**src/acq_config.svh**
```systemverilog
`ifndef ACQ_CONFIG_SVH
`define ACQ_CONFIG_SVH

// one packet word, also one memory data beat
`define ACQ_WORD_W 128

// byte address on the memory command port
`define ACQ_MEM_ADDR_W 26

// burst address, the start_addr field of the header
// memory address is this value times 8
`define ACQ_GEN_ADDR_W 23

// sample count field of the header
`define ACQ_CNT_W 21

// packet word buffer between packetizer and write controller
`define ACQ_FIFO_DEPTH 16

`endif

```
**src/acq_pkt_pkg.sv**
```systemverilog
`default_nettype none

`include "acq_config.svh"

package acq_pkt_pkg;

    // top two bits of a valid header word
    localparam logic [1:0] HDR_TAG = 2'b01;

    // header word layout, msb first
    typedef struct packed {
        logic [1:0]                 tag;
        // bits 125..85
        logic [40:0]                rsvd_hi;
        logic [`ACQ_CNT_W-1:0]      burst_cnt;
        // bits 63..58
        logic [5:0]                 rsvd_mid;
        logic [`ACQ_GEN_ADDR_W-1:0] start_addr;
        // bits 34..0
        logic [34:0]                rsvd_lo;
    } pkt_hdr_t;

    // a packet word is either read as a header or carried as raw data
    typedef union packed {
        pkt_hdr_t               hdr;
        logic [`ACQ_WORD_W-1:0] raw;
    } pkt_word_u;

endpackage

`default_nettype wire

```
**src/mem_wr_pkg.sv**
```systemverilog
`default_nettype none

`include "acq_config.svh"

package mem_wr_pkg;

    // address channel of the application write port
    typedef struct packed {
        logic [`ACQ_MEM_ADDR_W-1:0] addr;
        // accepted together with wr_app_rdy
        logic                       en;
    } mem_cmd_t;

    // write data channel
    typedef struct packed {
        logic [`ACQ_WORD_W-1:0] data;
        // accepted together with app_wdf_rdy
        logic                   wren;
        // app_wdf_end, every beat closes its burst here
        logic                   last;
    } mem_wdf_t;

endpackage

`default_nettype wire

```
**src/adc_packetizer.sv**
```systemverilog
`default_nettype none

`include "acq_config.svh"

module adc_packetizer (
    input  logic                        clk,
    input  logic                        reset,
    input  logic                        acq_enabled,
    input  logic                        acq_start,
    input  logic [`ACQ_GEN_ADDR_W-1:0]  start_addr,
    input  logic [`ACQ_CNT_W-1:0]       burst_cnt,
    input  logic [`ACQ_WORD_W-1:0]      adc_sample,
    input  logic                        adc_valid,
    input  logic                        full,
    output logic                        push,
    output acq_pkt_pkg::pkt_word_u      wr_word,
    output logic                        acq_done,
    output logic                        overflow
);
    import acq_pkt_pkg::*;

    typedef enum logic [2:0] {
        S_IDLE,
        S_HEADER,
        S_SAMPLES,
        S_CHECKSUM,
        S_DONE
    } pk_state_t;

    pk_state_t                  state;
    logic                       start_ok;
    logic [`ACQ_GEN_ADDR_W-1:0] pkt_addr;
    logic [`ACQ_CNT_W-1:0]      pkt_cnt;
    logic [`ACQ_CNT_W-1:0]      remaining;
    logic [`ACQ_WORD_W-1:0]     checksum;

    // a new packet only starts from idle or after the previous one is done
    assign start_ok = acq_enabled && acq_start && (state == S_IDLE || state == S_DONE);

    // sequencer, dropping acq_enabled abandons the packet
    always_ff @(posedge clk) begin
        if (reset || !acq_enabled) begin
            state <= S_IDLE;
        end else begin
            case (state)
                S_IDLE, S_DONE: begin
                    if (start_ok) begin
                        state <= S_HEADER;
                    end
                end
                // empty packet goes straight to the checksum
                S_HEADER: state <= (pkt_cnt == '0) ? S_CHECKSUM : S_SAMPLES;
                S_SAMPLES: begin
                    if (adc_valid && remaining == `ACQ_CNT_W'(1)) begin
                        state <= S_CHECKSUM;
                    end
                end
                S_CHECKSUM: state <= S_DONE;
                default: state <= S_IDLE;
            endcase
        end
    end

    // packet parameters, sample countdown and running xor
    always_ff @(posedge clk) begin
        if (start_ok) begin
            pkt_addr  <= start_addr;
            pkt_cnt   <= burst_cnt;
            remaining <= burst_cnt;
            checksum  <= '0;
        end else if (state == S_SAMPLES && adc_valid) begin
            remaining <= remaining - 1'b1;
            checksum  <= checksum ^ adc_sample;
        end
    end

    // header, then one word per valid sample, then the checksum
    assign push = (state == S_HEADER) || (state == S_CHECKSUM) ||
                  (state == S_SAMPLES && adc_valid);

    always_comb begin
        wr_word = '0;
        case (state)
            S_HEADER: begin
                wr_word.hdr.tag        = HDR_TAG;
                wr_word.hdr.burst_cnt  = pkt_cnt;
                wr_word.hdr.start_addr = pkt_addr;
            end
            S_CHECKSUM: wr_word.raw = checksum;
            default: wr_word.raw = adc_sample;
        endcase
    end

    // held until the next start so the write side can see it across domains
    assign acq_done = (state == S_DONE);

    // a word of this packet was lost to a full fifo
    always_ff @(posedge clk) begin
        if (reset || start_ok) begin
            overflow <= 1'b0;
        end else if (push && full) begin
            overflow <= 1'b1;
        end
    end

    // sample phase always has a sample left, the countdown never underflows
    a_samples_left: assert property (@(posedge clk) disable iff (reset)
        (state == S_SAMPLES) |-> remaining != '0);

endmodule

`default_nettype wire

```
**src/pkt_fifo.sv**
```systemverilog
`default_nettype none

`include "acq_config.svh"

module pkt_fifo (
    input  logic                   clk,
    input  logic                   reset,
    input  logic                   push,
    input  acq_pkt_pkg::pkt_word_u wr_word,
    input  logic                   pop,
    output acq_pkt_pkg::pkt_word_u head,
    output logic                   empty,
    output logic                   full,
    output logic                   overflow
);
    import acq_pkt_pkg::*;

    localparam int DEPTH = `ACQ_FIFO_DEPTH;
    localparam int PTR_W = $clog2(DEPTH);
    localparam int CNT_W = $clog2(DEPTH + 1);

    pkt_word_u        mem [DEPTH];
    logic [PTR_W-1:0] wr_ptr;
    logic [PTR_W-1:0] rd_ptr;
    logic [CNT_W-1:0] count;
    logic             do_push;
    logic             do_pop;

    // a push into a full buffer is dropped
    assign do_push = push && !full;
    assign do_pop  = pop && !empty;

    assign empty = (count == '0);
    assign full  = (count == CNT_W'(DEPTH));

    // fall-through, the oldest word is always on the head
    assign head = mem[rd_ptr];

    always_ff @(posedge clk) begin
        if (do_push) begin
            mem[wr_ptr] <= wr_word;
        end
    end

    always_ff @(posedge clk) begin
        if (reset) begin
            wr_ptr <= '0;
            rd_ptr <= '0;
            count  <= '0;
        end else begin
            if (do_push) begin
                wr_ptr <= (wr_ptr == PTR_W'(DEPTH - 1)) ? '0 : wr_ptr + 1'b1;
            end
            if (do_pop) begin
                rd_ptr <= (rd_ptr == PTR_W'(DEPTH - 1)) ? '0 : rd_ptr + 1'b1;
            end
            case ({do_push, do_pop})
                2'b10: count <= count + 1'b1;
                2'b01: count <= count - 1'b1;
                default: count <= count;
            endcase
        end
    end

    // sticky until reset
    always_ff @(posedge clk) begin
        if (reset) begin
            overflow <= 1'b0;
        end else if (push && full) begin
            overflow <= 1'b1;
        end
    end

    // the reader only takes a word it has been shown
    a_no_pop_empty: assert property (@(posedge clk) disable iff (reset) pop |-> !empty);

endmodule

`default_nettype wire

```
**src/ddr3_wr_control.sv**
```systemverilog
`default_nettype none

`include "acq_config.svh"

module ddr3_wr_control (
    input  logic                   clk,
    input  logic                   reset,
    input  logic                   acq_enabled,
    // fifo head, valid whenever empty is low
    input  acq_pkt_pkg::pkt_word_u head,
    input  logic                   empty,
    output logic                   pop,
    // application write port
    output mem_wr_pkg::mem_cmd_t   cmd,
    input  logic                   wr_app_rdy,
    output mem_wr_pkg::mem_wdf_t   wdf,
    input  logic                   app_wdf_rdy,
    output logic [`ACQ_WORD_W-1:0] fill_header_wr_dat,
    output logic                   fill_header_wr_en,
    output logic                   ddr3_wr_sync_err,
    output logic                   ddr3_wr_done,
    // from the packetizer, other clock domain
    input  logic                   acq_done
);
    import acq_pkt_pkg::*;

    // one spare bit so burst_cnt plus 2 can not wrap
    localparam int CNT_W = `ACQ_CNT_W + 1;

    // one-hot state indices
    localparam int IDLE        = 0;
    localparam int TST_HDR_TAG = 1;
    localparam int SYNC_ERR    = 2;
    localparam int INIT        = 3;
    localparam int ADJ_CNT     = 4;
    localparam int WRITE       = 5;
    localparam int WRITE_HDR   = 6;
    localparam int DONE        = 7;

    logic [7:0]                 cs;
    logic [7:0]                 ns;
    logic                       acq_done_meta;
    logic                       acq_done_sync;
    logic                       addr_accept;
    logic                       data_accept;
    logic                       addr_allow;
    logic [`ACQ_WORD_W-1:0]     hdr_latch;
    logic [`ACQ_GEN_ADDR_W-1:0] addr_gen;
    logic [CNT_W-1:0]           addr_cnt;
    logic [CNT_W-1:0]           burst_cnt;
    logic                       addr_cnt_zero;
    logic                       burst_cnt_zero;
    logic [CNT_W-1:0]           addr_credit;
    logic                       latch_header;
    logic                       init_cnt;
    logic                       adjust_cnt;

    // count down on acceptance, parks at zero
    function automatic logic [CNT_W-1:0] count_down(input logic [CNT_W-1:0] cnt,
                                                    input logic dec);
        return (dec && cnt != '0) ? cnt - 1'b1 : cnt;
    endfunction

    // two-flop synchronizer for acq_done
    always_ff @(posedge clk) begin
        if (reset) begin
            acq_done_meta <= 1'b0;
            acq_done_sync <= 1'b0;
        end else begin
            acq_done_meta <= acq_done;
            acq_done_sync <= acq_done_meta;
        end
    end

    assign addr_accept = cmd.en && wr_app_rdy;
    assign data_accept = wdf.wren && app_wdf_rdy;

    // copy of the header for the fill-header port
    always_ff @(posedge clk) begin
        if (latch_header) begin
            hdr_latch <= head.raw;
        end
    end
    assign fill_header_wr_dat = hdr_latch;

    // burst address, loaded from the header and stepped per accepted address
    always_ff @(posedge clk) begin
        if (reset) begin
            addr_gen <= '0;
        end else if (init_cnt) begin
            addr_gen <= head.hdr.start_addr;
        end else if (addr_accept) begin
            addr_gen <= addr_gen + 1'b1;
        end
    end

    // address and burst down-counters
    // plus 2 covers the header and checksum words
    always_ff @(posedge clk) begin
        if (reset) begin
            addr_cnt  <= '0;
            burst_cnt <= '0;
        end else if (init_cnt) begin
            addr_cnt  <= {1'b0, head.hdr.burst_cnt};
            burst_cnt <= {1'b0, head.hdr.burst_cnt};
        end else if (adjust_cnt) begin
            addr_cnt  <= addr_cnt + CNT_W'(2);
            burst_cnt <= burst_cnt + CNT_W'(2);
        end else begin
            addr_cnt  <= count_down(addr_cnt, addr_accept);
            burst_cnt <= count_down(burst_cnt, data_accept);
        end
    end
    assign addr_cnt_zero  = (addr_cnt == '0);
    assign burst_cnt_zero = (burst_cnt == '0);

    // address throttle
    // counts data beats not yet matched by an address
    always_ff @(posedge clk) begin
        if (reset || !acq_enabled) begin
            addr_credit <= '0;
        end else if (data_accept && !addr_accept) begin
            addr_credit <= addr_credit + 1'b1;
        end else if (addr_accept && !data_accept) begin
            addr_credit <= addr_credit - 1'b1;
        end
    end
    // an address only goes out once its data has
    assign addr_allow = (addr_credit != '0);

    always_ff @(posedge clk) begin
        if (reset || !acq_enabled) begin
            cs       <= '0;
            cs[IDLE] <= 1'b1;
        end else begin
            cs <= ns;
        end
    end

    always_comb begin
        ns = '0;
        case (1'b1)
            // fall-through fifo, not empty means the head is valid
            cs[IDLE]: ns[empty ? IDLE : TST_HDR_TAG] = 1'b1;
            // anything but a header tag means we lost packet framing
            cs[TST_HDR_TAG]: ns[(head.hdr.tag == HDR_TAG) ? INIT : SYNC_ERR] = 1'b1;
            // only reset or a disable leaves here
            cs[SYNC_ERR]: ns[SYNC_ERR] = 1'b1;
            cs[INIT]: ns[ADJ_CNT] = 1'b1;
            cs[ADJ_CNT]: ns[WRITE] = 1'b1;
            cs[WRITE]: ns[(addr_cnt_zero && burst_cnt_zero) ? WRITE_HDR : WRITE] = 1'b1;
            cs[WRITE_HDR]: ns[DONE] = 1'b1;
            // wait for the packetizer to report done
            cs[DONE]: ns[acq_done_sync ? IDLE : DONE] = 1'b1;
            default: ns[IDLE] = 1'b1;
        endcase
    end

    // state outputs registered from ns, so they line up with the state
    always_ff @(posedge clk) begin
        if (reset || !acq_enabled) begin
            latch_header      <= 1'b0;
            init_cnt          <= 1'b0;
            adjust_cnt        <= 1'b0;
            fill_header_wr_en <= 1'b0;
            ddr3_wr_sync_err  <= 1'b0;
            ddr3_wr_done      <= 1'b0;
        end else begin
            latch_header      <= ns[TST_HDR_TAG];
            init_cnt          <= ns[INIT];
            adjust_cnt        <= ns[ADJ_CNT];
            fill_header_wr_en <= ns[WRITE_HDR];
            ddr3_wr_sync_err  <= ns[SYNC_ERR];
            ddr3_wr_done      <= ns[DONE];
        end
    end

    // memory word i lands at byte address (start_addr + i) * 8
    assign cmd.addr = {addr_gen, 3'b000};
    assign cmd.en   = cs[WRITE] && addr_allow && !addr_cnt_zero;

    // the whole packet goes out, header included
    assign wdf.data = head.raw;
    assign wdf.wren = cs[WRITE] && !empty && !burst_cnt_zero;
    assign wdf.last = wdf.wren;

    // next word comes forward once the current one is taken
    assign pop = data_accept;

    // the address countdown never runs ahead of the data countdown
    a_addr_behind_data: assert property (@(posedge clk) disable iff (reset)
        cs[WRITE] |-> addr_cnt >= burst_cnt);

    // an unmatched beat always raises the credit, no wrap above the top
    a_credit_no_wrap: assert property (@(posedge clk) disable iff (reset || !acq_enabled)
        (data_accept && !addr_accept) |=> addr_credit > $past(addr_credit));

endmodule

`default_nettype wire

```
**src/acq_write_top.sv**
```systemverilog
`default_nettype none

`include "acq_config.svh"

module acq_write_top (
    input  logic                       clk,
    input  logic                       reset,
    input  logic                       acq_enabled,
    // adc side
    input  logic                       acq_start,
    input  logic [`ACQ_GEN_ADDR_W-1:0] start_addr,
    input  logic [`ACQ_CNT_W-1:0]      burst_cnt,
    input  logic [`ACQ_WORD_W-1:0]     adc_sample,
    input  logic                       adc_valid,
    // memory application write port
    output mem_wr_pkg::mem_cmd_t       cmd,
    input  logic                       wr_app_rdy,
    output mem_wr_pkg::mem_wdf_t       wdf,
    input  logic                       app_wdf_rdy,
    // fill header and status
    output logic [`ACQ_WORD_W-1:0]     fill_header_wr_dat,
    output logic                       fill_header_wr_en,
    output logic                       ddr3_wr_sync_err,
    output logic                       ddr3_wr_done,
    // fifo overflow, sticky until reset
    output logic                       overflow,
    // a word of the current packet was dropped
    output logic                       pkt_overflow
);
    import acq_pkt_pkg::*;

    pkt_word_u wr_word;
    pkt_word_u head;
    logic      push;
    logic      pop;
    logic      full;
    logic      empty;
    logic      acq_done;

    // stage 1, framing
    adc_packetizer u_adc_packetizer (
        .clk         (clk),
        .reset       (reset),
        .acq_enabled (acq_enabled),
        .acq_start   (acq_start),
        .start_addr  (start_addr),
        .burst_cnt   (burst_cnt),
        .adc_sample  (adc_sample),
        .adc_valid   (adc_valid),
        .full        (full),
        .push        (push),
        .wr_word     (wr_word),
        .acq_done    (acq_done),
        .overflow    (pkt_overflow)
    );

    // stage 2, buffering
    pkt_fifo u_pkt_fifo (
        .clk      (clk),
        .reset    (reset),
        .push     (push),
        .wr_word  (wr_word),
        .pop      (pop),
        .head     (head),
        .empty    (empty),
        .full     (full),
        .overflow (overflow)
    );

    // stage 3, memory writes
    ddr3_wr_control u_ddr3_wr_control (
        .clk                (clk),
        .reset              (reset),
        .acq_enabled        (acq_enabled),
        .head               (head),
        .empty              (empty),
        .pop                (pop),
        .cmd                (cmd),
        .wr_app_rdy         (wr_app_rdy),
        .wdf                (wdf),
        .app_wdf_rdy        (app_wdf_rdy),
        .fill_header_wr_dat (fill_header_wr_dat),
        .fill_header_wr_en  (fill_header_wr_en),
        .ddr3_wr_sync_err   (ddr3_wr_sync_err),
        .ddr3_wr_done       (ddr3_wr_done),
        .acq_done           (acq_done)
    );

endmodule

`default_nettype wire

```
**config.mk**
```make
export PLATFORM = sky130hd
export DESIGN_NAME = acq_write_top
export DESIGN_NICKNAME = d
export VERILOG_FILES = /design/src/acq_pkt_pkg.sv /design/src/mem_wr_pkg.sv /design/src/adc_packetizer.sv /design/src/pkt_fifo.sv /design/src/ddr3_wr_control.sv /design/src/acq_write_top.sv
export VERILOG_INCLUDE_DIRS = /design/src /design/src/src
export SDC_FILE = /design/constraint.sdc
export NUM_CORES = 2
export LEC_CHECK = 0
export ABC_CLOCK_PERIOD_IN_PS = 12870
export BUFFER_PORTS_ARGS = -buffer_cell sky130_fd_sc_hd__buf_2
export CAP_MARGIN = 5
export CORE_MARGIN = 2
export CORE_UTILIZATION = 40
export CTS_CLUSTER_SIZE = 25
export DETAILED_ROUTE_END_ITERATION = 12
export MAX_ROUTING_LAYER = met4
export RECOVER_POWER = 25
export REMOVE_ABC_BUFFERS = 1
export SLEW_MARGIN = 10
export SYNTH_ARGS = -nofsm -noshare
export SYNTH_HDL_FRONTEND = slang
export SYNTH_SLANG_ARGS = --single-unit
export TNS_END_PERCENT = 100
```
**constraint.sdc**
```tcl
create_clock -name clk -period 12.87 [get_ports clk]
set_clock_uncertainty 0.05 [all_clocks]
set_input_delay 0.6435 -clock clk [delete_from_list [all_inputs] [get_ports clk]]
set_output_delay 0.6435 -clock clk [all_outputs]
set_load 0.01 [all_outputs]
```
# Word-level counts from Yosys, hierarchy flattened
# Memory sizes are Yosys's and may differ from the RTL's. A register that Yosys moved wholly into a read port is not among the register bits.
# Cells that the tools add are included.
# W data, S select, Z words.
[op_classes] addsub=12 order_cmp=8 n_eq_ne=13 mux=105 bitwise_logic=1 reduce_logical=53
[op_table] operator="$mux W22" n=6
[op_table] operator="$ge A32 B1 Y1 const B" n=4
[op_table] operator="$lt A32 B5 Y1 const B" n=4
[op_table] operator="$xor A128 B128 Y128" n=1
[op_table] operator="$mux W21" n=4
[op_table] operator="$pmux W41 S2" n=1
[op_table] operator="$mux W1" n=73
[op_table] operator="$pmux W35 S2" n=1
[op_table] operator="$reduce_bool A22 Y1" n=3
[op_table] operator="$sub A22 B1 Y22 const B" n=3
[op_table] operator="$mux W23" n=2
[op_table] operator="$pmux W23 S2" n=1
[op_table] operator="$add A22 B2 Y22 const B" n=2
[op_table] operator="$logic_not A22 Y1" n=2
[op_table] operator="$pmux W21 S2" n=1
[op_table] operator="$add A23 B1 Y23 const B" n=1
[op_table] operator="$add A22 B1 Y22 const B" n=1
[op_table] operator="$logic_and A1 B1 Y1" n=22
[op_table] operator="$eq A21 B1 Y1 const B" n=1
[op_table] operator="$logic_not A21 Y1" n=1
[op_table] operator="$sub A21 B1 Y21 const B" n=1
[op_table] operator="$mux W4" n=4
[op_table] operator="$demux W1 S3" n=4
[op_table] operator="$pmux W3 S4" n=1
[op_table] operator="24 further kinds" n=48
[totals] register_bits=444 mem_bits_rw=2048 input_bits=179 output_inout_bits=290 wordCells=219 n_memories=1
[mem_list] name="u_pkt_fifo.mem" depth=16 width=128 read_ports=1 rd_clocked_by_memory_dff=1 wr=1 line="pkt_fifo.sv:22" text="pkt_word_u mem [DEPTH];"

# Depth between registers and ports, before layout
[logic_depth] ltp_word=13 mapped_depth=16 mapped_depth_nobuf=15

# Hierarchy
# Synthesis repeated with hierarchy kept, for this count alone.
[unflattened] hier_cells=5605 area_unflattened_um2=98703.4
[modules_own_cells] mod="pkt_fifo" instances=1 cells_per_inst=3259 area_each_um2=77284.1 seq_area_each_um2=61859.3
[modules_own_cells] mod="ddr3_wr_control" instances=1 cells_per_inst=1173 area_each_um2=11703.7 seq_area_each_um2=5825.6
[modules_own_cells] mod="adc_packetizer" instances=1 cells_per_inst=1173 area_each_um2=9715.6 seq_area_each_um2=4594.4

# Worst setup path after synthesis
# No wires, ideal clock.
[synth_path] kind="input -> register" startpoint="input adc_valid" endpoint="memory u_pkt_fifo.mem[3][0] in the netlist's numbering (enable)" setup_ns=0.771 arrival_time_ns=10.428 t_required_ns=12.049 slack_ns=1.621 stages=5 n_path_buf=0 cell_sequence="nor4bb_1 nor2_1 a21oi_1 nand2_1 nor3_1"
[synth_between] elab_chain_cells=5
[synth_lines] item="start: declaration" line="acq_write_top.sv:14" text="input logic adc_valid,"
[synth_lines] item="$logic_and A1 B1 Y1" line="adc_packetizer.sv:79" text="(state == S_SAMPLES && adc_valid);"
[synth_lines] item="$logic_or A1 B1 Y1" line="adc_packetizer.sv:78" text="assign push = (state == S_HEADER) || (state == S_CHECKSUM) ||"
[synth_lines] item="$logic_and A1 B1 Y1" line="pkt_fifo.sv:30" text="assign do_push = push && !full;"
[synth_lines] item="$mux W1" line="pkt_fifo.sv:40" text="if (do_push) begin"
[synth_lines] item="$mux W1 (not written as such)" line="pkt_fifo.sv:41" text="mem[wr_ptr] <= wr_word;"
[synth_lines] item="end: declaration" line="pkt_fifo.sv:22"
# No other way between the ends.

# Worst setup path in the final report
[layout_path] startpoint="register u_adc_packetizer.state[1]" endpoint="memory u_pkt_fifo.mem[15][12] in the netlist's numbering (enable)"
[layout_between] elab_chain_cells=6 elab_cells_between_ends=9 cone_classes="eq/ne (3); mux (2); reduce/logical (4)"
[layout_lines] item="start: declaration" line="adc_packetizer.sv:30" text="pk_state_t state;"
[layout_lines] item="start signal: assignment" line="adc_packetizer.sv:52" text="S_HEADER: state <= (pkt_cnt == '0) ? S_CHECKSUM : S_SAMPLES;"
[layout_lines] item="$eq A3 B1 Y1 (tied with other cells)" line="adc_packetizer.sv:78"
[layout_lines] item="$logic_or A1 B1 Y1 / $logic_and A1 B1 Y1 (equally long branches)" line="adc_packetizer.sv:78, adc_packetizer.sv:79"
[layout_lines] item="$logic_or A1 B1 Y1 *" line="adc_packetizer.sv:78"
[layout_lines] item="$logic_and A1 B1 Y1 *" line="pkt_fifo.sv:30"
[layout_lines] item="$mux W1 *" line="pkt_fifo.sv:40"
[layout_lines] item="$mux W1 (not written as such) *" line="pkt_fifo.sv:41"
# Mark *: on every way between the ends. The rest lies on a longest branch, timed or not.

==> reports/metrics.csv <==
stage;metric;value;unit
status;outcome;complete, but fails checks;
status;failed_checks;capacitance limit, slew limit;
cells_and_area;fin_area;114000;sq um
timing;rsz0062_at_grt;false;
drt;drtIter0Drc;5552;
critical_path;crit_required;13330;ps
place;dp_cells;8775;
logic_synthesis;ys_seq_area_share;73.7;%
timing;slew_headroom;-168;%
place;hpwlAfterDp;138000;microns
logic_synthesis;syn_inst;5273;
logic_synthesis;synth_compound_area_share;2.99;%
drt;drc_errors;0;
cells_and_area;post-route-util;46.9;%
critical_path;end_kind;register;
global_routing;grt_usage;20.3;%
global_routing;antenna_found_initial;21;
global_routing;grt_pass1_wl;362000;microns
place;place.gp.congestion;0.836;
critical_path;path_class;register to register;
timing;setup_viol;0;
critical_path;timing.rr.end;u_pkt_fifo.mem[15][12];
logic_synthesis;synthAdderAreaFrac;0.577;%
floorplanning;core_area;243000;sq um
clocking;tritoncts;built;
cells_and_area;layout-drive-gt1-share;22.8;%
logic_synthesis;synth.largest_area_cell;edfxtp_1;
global_routing;grt_max_degree;137;
cells_and_area;final_common_cell;edfxtp_1;
critical_path;r2r-start;u_adc_packetizer.state[1];
hold_path;worstHoldEndpoint;u_adc_packetizer.checksum[82];
clocking;clk_latency;920;ps
logic_synthesis;synthXorXnorAreaFrac;1.72;%
cells_and_area;final_cells;9402;
logic_synthesis;synth_enable_flop_cells;2241;
logic_synthesis;synthesis.area;98000;sq um
timing;period_share;58.5;%
timing;worst_pin_slew;4020;ps
critical_path;reg2regPathDepth;8;
logic_synthesis;synth_simple_gate_area_share;4.87;%
timing;fin_setup_tns;0;ps
clocking;cts_made_buffers;282;
drt;drtAntennaViolNets;0;
critical_path;reg2reg_slack;5340;ps
timing;maxSlewViolCount;551;
drt;drt_pass1_iterations;8;
logic_synthesis;synth_top_area_share;68.6;%
cells_and_area;final_cell_mix;edfxtp_1 (2241), mux4_2 (602), nand2_1 (458), clkbuf_16 (287), buf_2 (286);
logic_synthesis;muxShareOfSynthArea;14.7;%
critical_path;cp.arrival;7990;ps
clocking;clk_pin_slew;60;ps
logic_synthesis;synth-seq-cells;2490;
pwr;p_per_area;149;nW/um^2
logic_synthesis;async_reset_ff_share;0;%
logic_synthesis;synth_cell_types;79;
logic_synthesis;synth_warnings;0;
timing;hold_ws;60.4;ps
critical_path;max_stage_delay;1990;ps
cells_and_area;final_nets;6207;
timing;layout_min_cycle_time;7530;ps
clocking;cts_sinks;2490;
pwr;power_leakage;36.4;nW
global_routing;grt_pass1_vias;52073;
clocking;cts_max_level;5;
critical_path;cp_common_cell;buf_4;
global_routing;overflow;0;
drt;wl;251000;microns
place;placed_area;105000;sq um
pwr;ir_worst_vdd;0.000144;V
critical_path;start_kind;register;
timing;timing.final.hold_violations;0;
floorplanning;die_y;499;microns
floorplanning;start_util;40.3;%
timing;max_freq;133;MHz
hold_path;worstHoldStart;adc_sample[82];
drt;vias_per_cell;5.57;
place;port_buffers;465;
floorplanning;die_area;249000;sq um
logic_synthesis;synth_top_family_by_area;multiplexers;
floorplanning;io_pins;469;
hold_path;holdPathStages;4;
critical_path;cp_max_fo;46;
critical_path;crit_chain;nor4bb_1 > clkbuf_1 > nor2_1 > a21oi_1 > nand2_1 > nor2_4 > buf_4 > buf_4;
logic_synthesis;syn-mean-instance-area;18.6;sq um
hold_path;hold_path.class;input port to register;
clocking;clockBufferDepth;4;
logic_synthesis;synth_area_leaders;edfxtp_1 (69%), mux4_2 (14%), dfxtp_1 (5.1%);
drt;wl_per_cell;26.6;microns
clocking;clock-root-buffer;clkbuf_16;
floorplanning;fp-row-count;181;
drt;vias;52343;
critical_path;worst_path_max_delay_cell;clkbuf_1;
run;maxCapViolCount;14;
logic_synthesis;ys.flop_type;edfxtp_1;
floorplanning;die_x;499;microns
cells_and_area;area_growth;16.5;%
[report_power, final]
| part | leakage [nW] | switching, W | internal [W] | total, W |
|---|---|---|---|---|
| registers | 22.3 | 0.0000267 | 0.00890 | 0.00893 |
| logic | 9.86 | 0.000314 | 0.000123 | 0.000437 |
| clock network | 4.30 | 0.00312 | 0.00457 | 0.00770 |
[stage by stage]
stage                     power [W]  setup slack [ps]
final                        0.0171              5340
after global routing         0.0176              4880
after CTS                    0.0173              6590
after detailed placement    0.00952              7110
after global placement      0.00950              7150
after floorplan             0.00930            -10370
[layer usage]
layer  global-route usage (%)  routed length, microns  vias to the layer above
met1                     28.9                  112000                    27593
met4                     4.66                    5210                        0
met5                        -                       0                        -
met3                     3.00                   15000                      353
met2                     31.1                  118000                     1833
li1                         -                       -                    22564
[registers in the layout, summed over array words and instances (netlist names), 4 cells and up, named ones only]
signal and cells:
u_pkt_fifo.mem 2048, u_adc_packetizer.checksum 128, u_ddr3_wr_control.fill_header_wr_dat 128, u_adc_packetizer.pkt_addr 23
u_ddr3_wr_control.addr_gen 23, u_ddr3_wr_control.addr_cnt 22, u_ddr3_wr_control.addr_credit 22, u_ddr3_wr_control.burst_cnt 22
u_adc_packetizer.pkt_cnt 21, u_adc_packetizer.remaining 21, u_ddr3_wr_control.cs 7, u_pkt_fifo.count 5
u_pkt_fifo.rd_ptr 4, u_pkt_fifo.wr_ptr 4
[kinds of logic after synthesis]
| logic type | after synthesis |
|---|---|
| compound gates | 449 |
| xor+xnor | 192 |
| fa+ha+maj | 44 |
| buf+inv | 338 |
| flops | 2490 |
| mux | 689 |
| other cells | 1 |
| simple gates | 1070 |
[how the worst max path moves through the flow]
| stage | from | endpoint | slack (ps) | cells past startpoint |
|---|---|---|---|---|
| 5_1_grt | u_adc_packetizer.state[1] | u_pkt_fifo.mem[15][9] | 4880 | 8 |
| 6_report | u_adc_packetizer.state[1] | u_pkt_fifo.mem[15][12] | 5340 | 8 |
| 3_5_place_dp | adc_valid | u_pkt_fifo.mem[15][32] | 7110 | 9 |
| 3_3_place_gp | adc_valid | u_pkt_fifo.mem[15][32] | 7150 | 9 |
| 2_1_floorplan | register | wdf[67] | -10370 | 4 |
| 4_1_cts | register | wdf[97] | 6590 | 6 |
[repair_timing]
action,4_1_cts,5_1_grt
endpoints found under the hold margin,137,0
resized for setup,0,0
hold buffers,127,0
setup buffers,0,0
[area by class of cell]
cell class	instances	area, sq um
Clock buffer	366	7680
Inverter	44	174
Clock inverter	119	1110
Timing Repair Buffer	719	4340
Fill cell	20361	129000
Sequential cell	2490	72300
Antenna cell	15	37.5
Multi-Input combinational cell	2447	24500
Tap cell	3202	4010
[worst max-delay path: cells and delay by family (launching register included)]
family | cells | cell delay (ps)
AO/OA/AOI/OAI | 1 | 710
buffers and inverters | 3 | 3520
flip-flops | 1 | 900
AND/OR/NAND/NOR | 4 | 1890
[synthesized netlist by cell type, types with 14 or more instances]
master / instances
a211oi_1: 42
a21oi_1: 96
a22oi_1: 14
a31oi_1: 18
a32o_1: 15
buf_1: 71
buf_2: 43
clkbuf_1: 171
dfxtp_1: 249
edfxtp_1: 2241
ha_1: 42
inv_1: 44
mux2i_1: 86
mux4_2: 602
nand2_1: 458
nand3_1: 117
nand4_1: 17
nor2_1: 256
nor2b_1: 29
nor3_1: 64
nor4_1: 33
o21ai_0: 129
o22ai_1: 16
o31ai_1: 15
or3_1: 14
xnor2_1: 41
xor2_1: 151
Note: power is estimated with default switching activity, not from simulation.
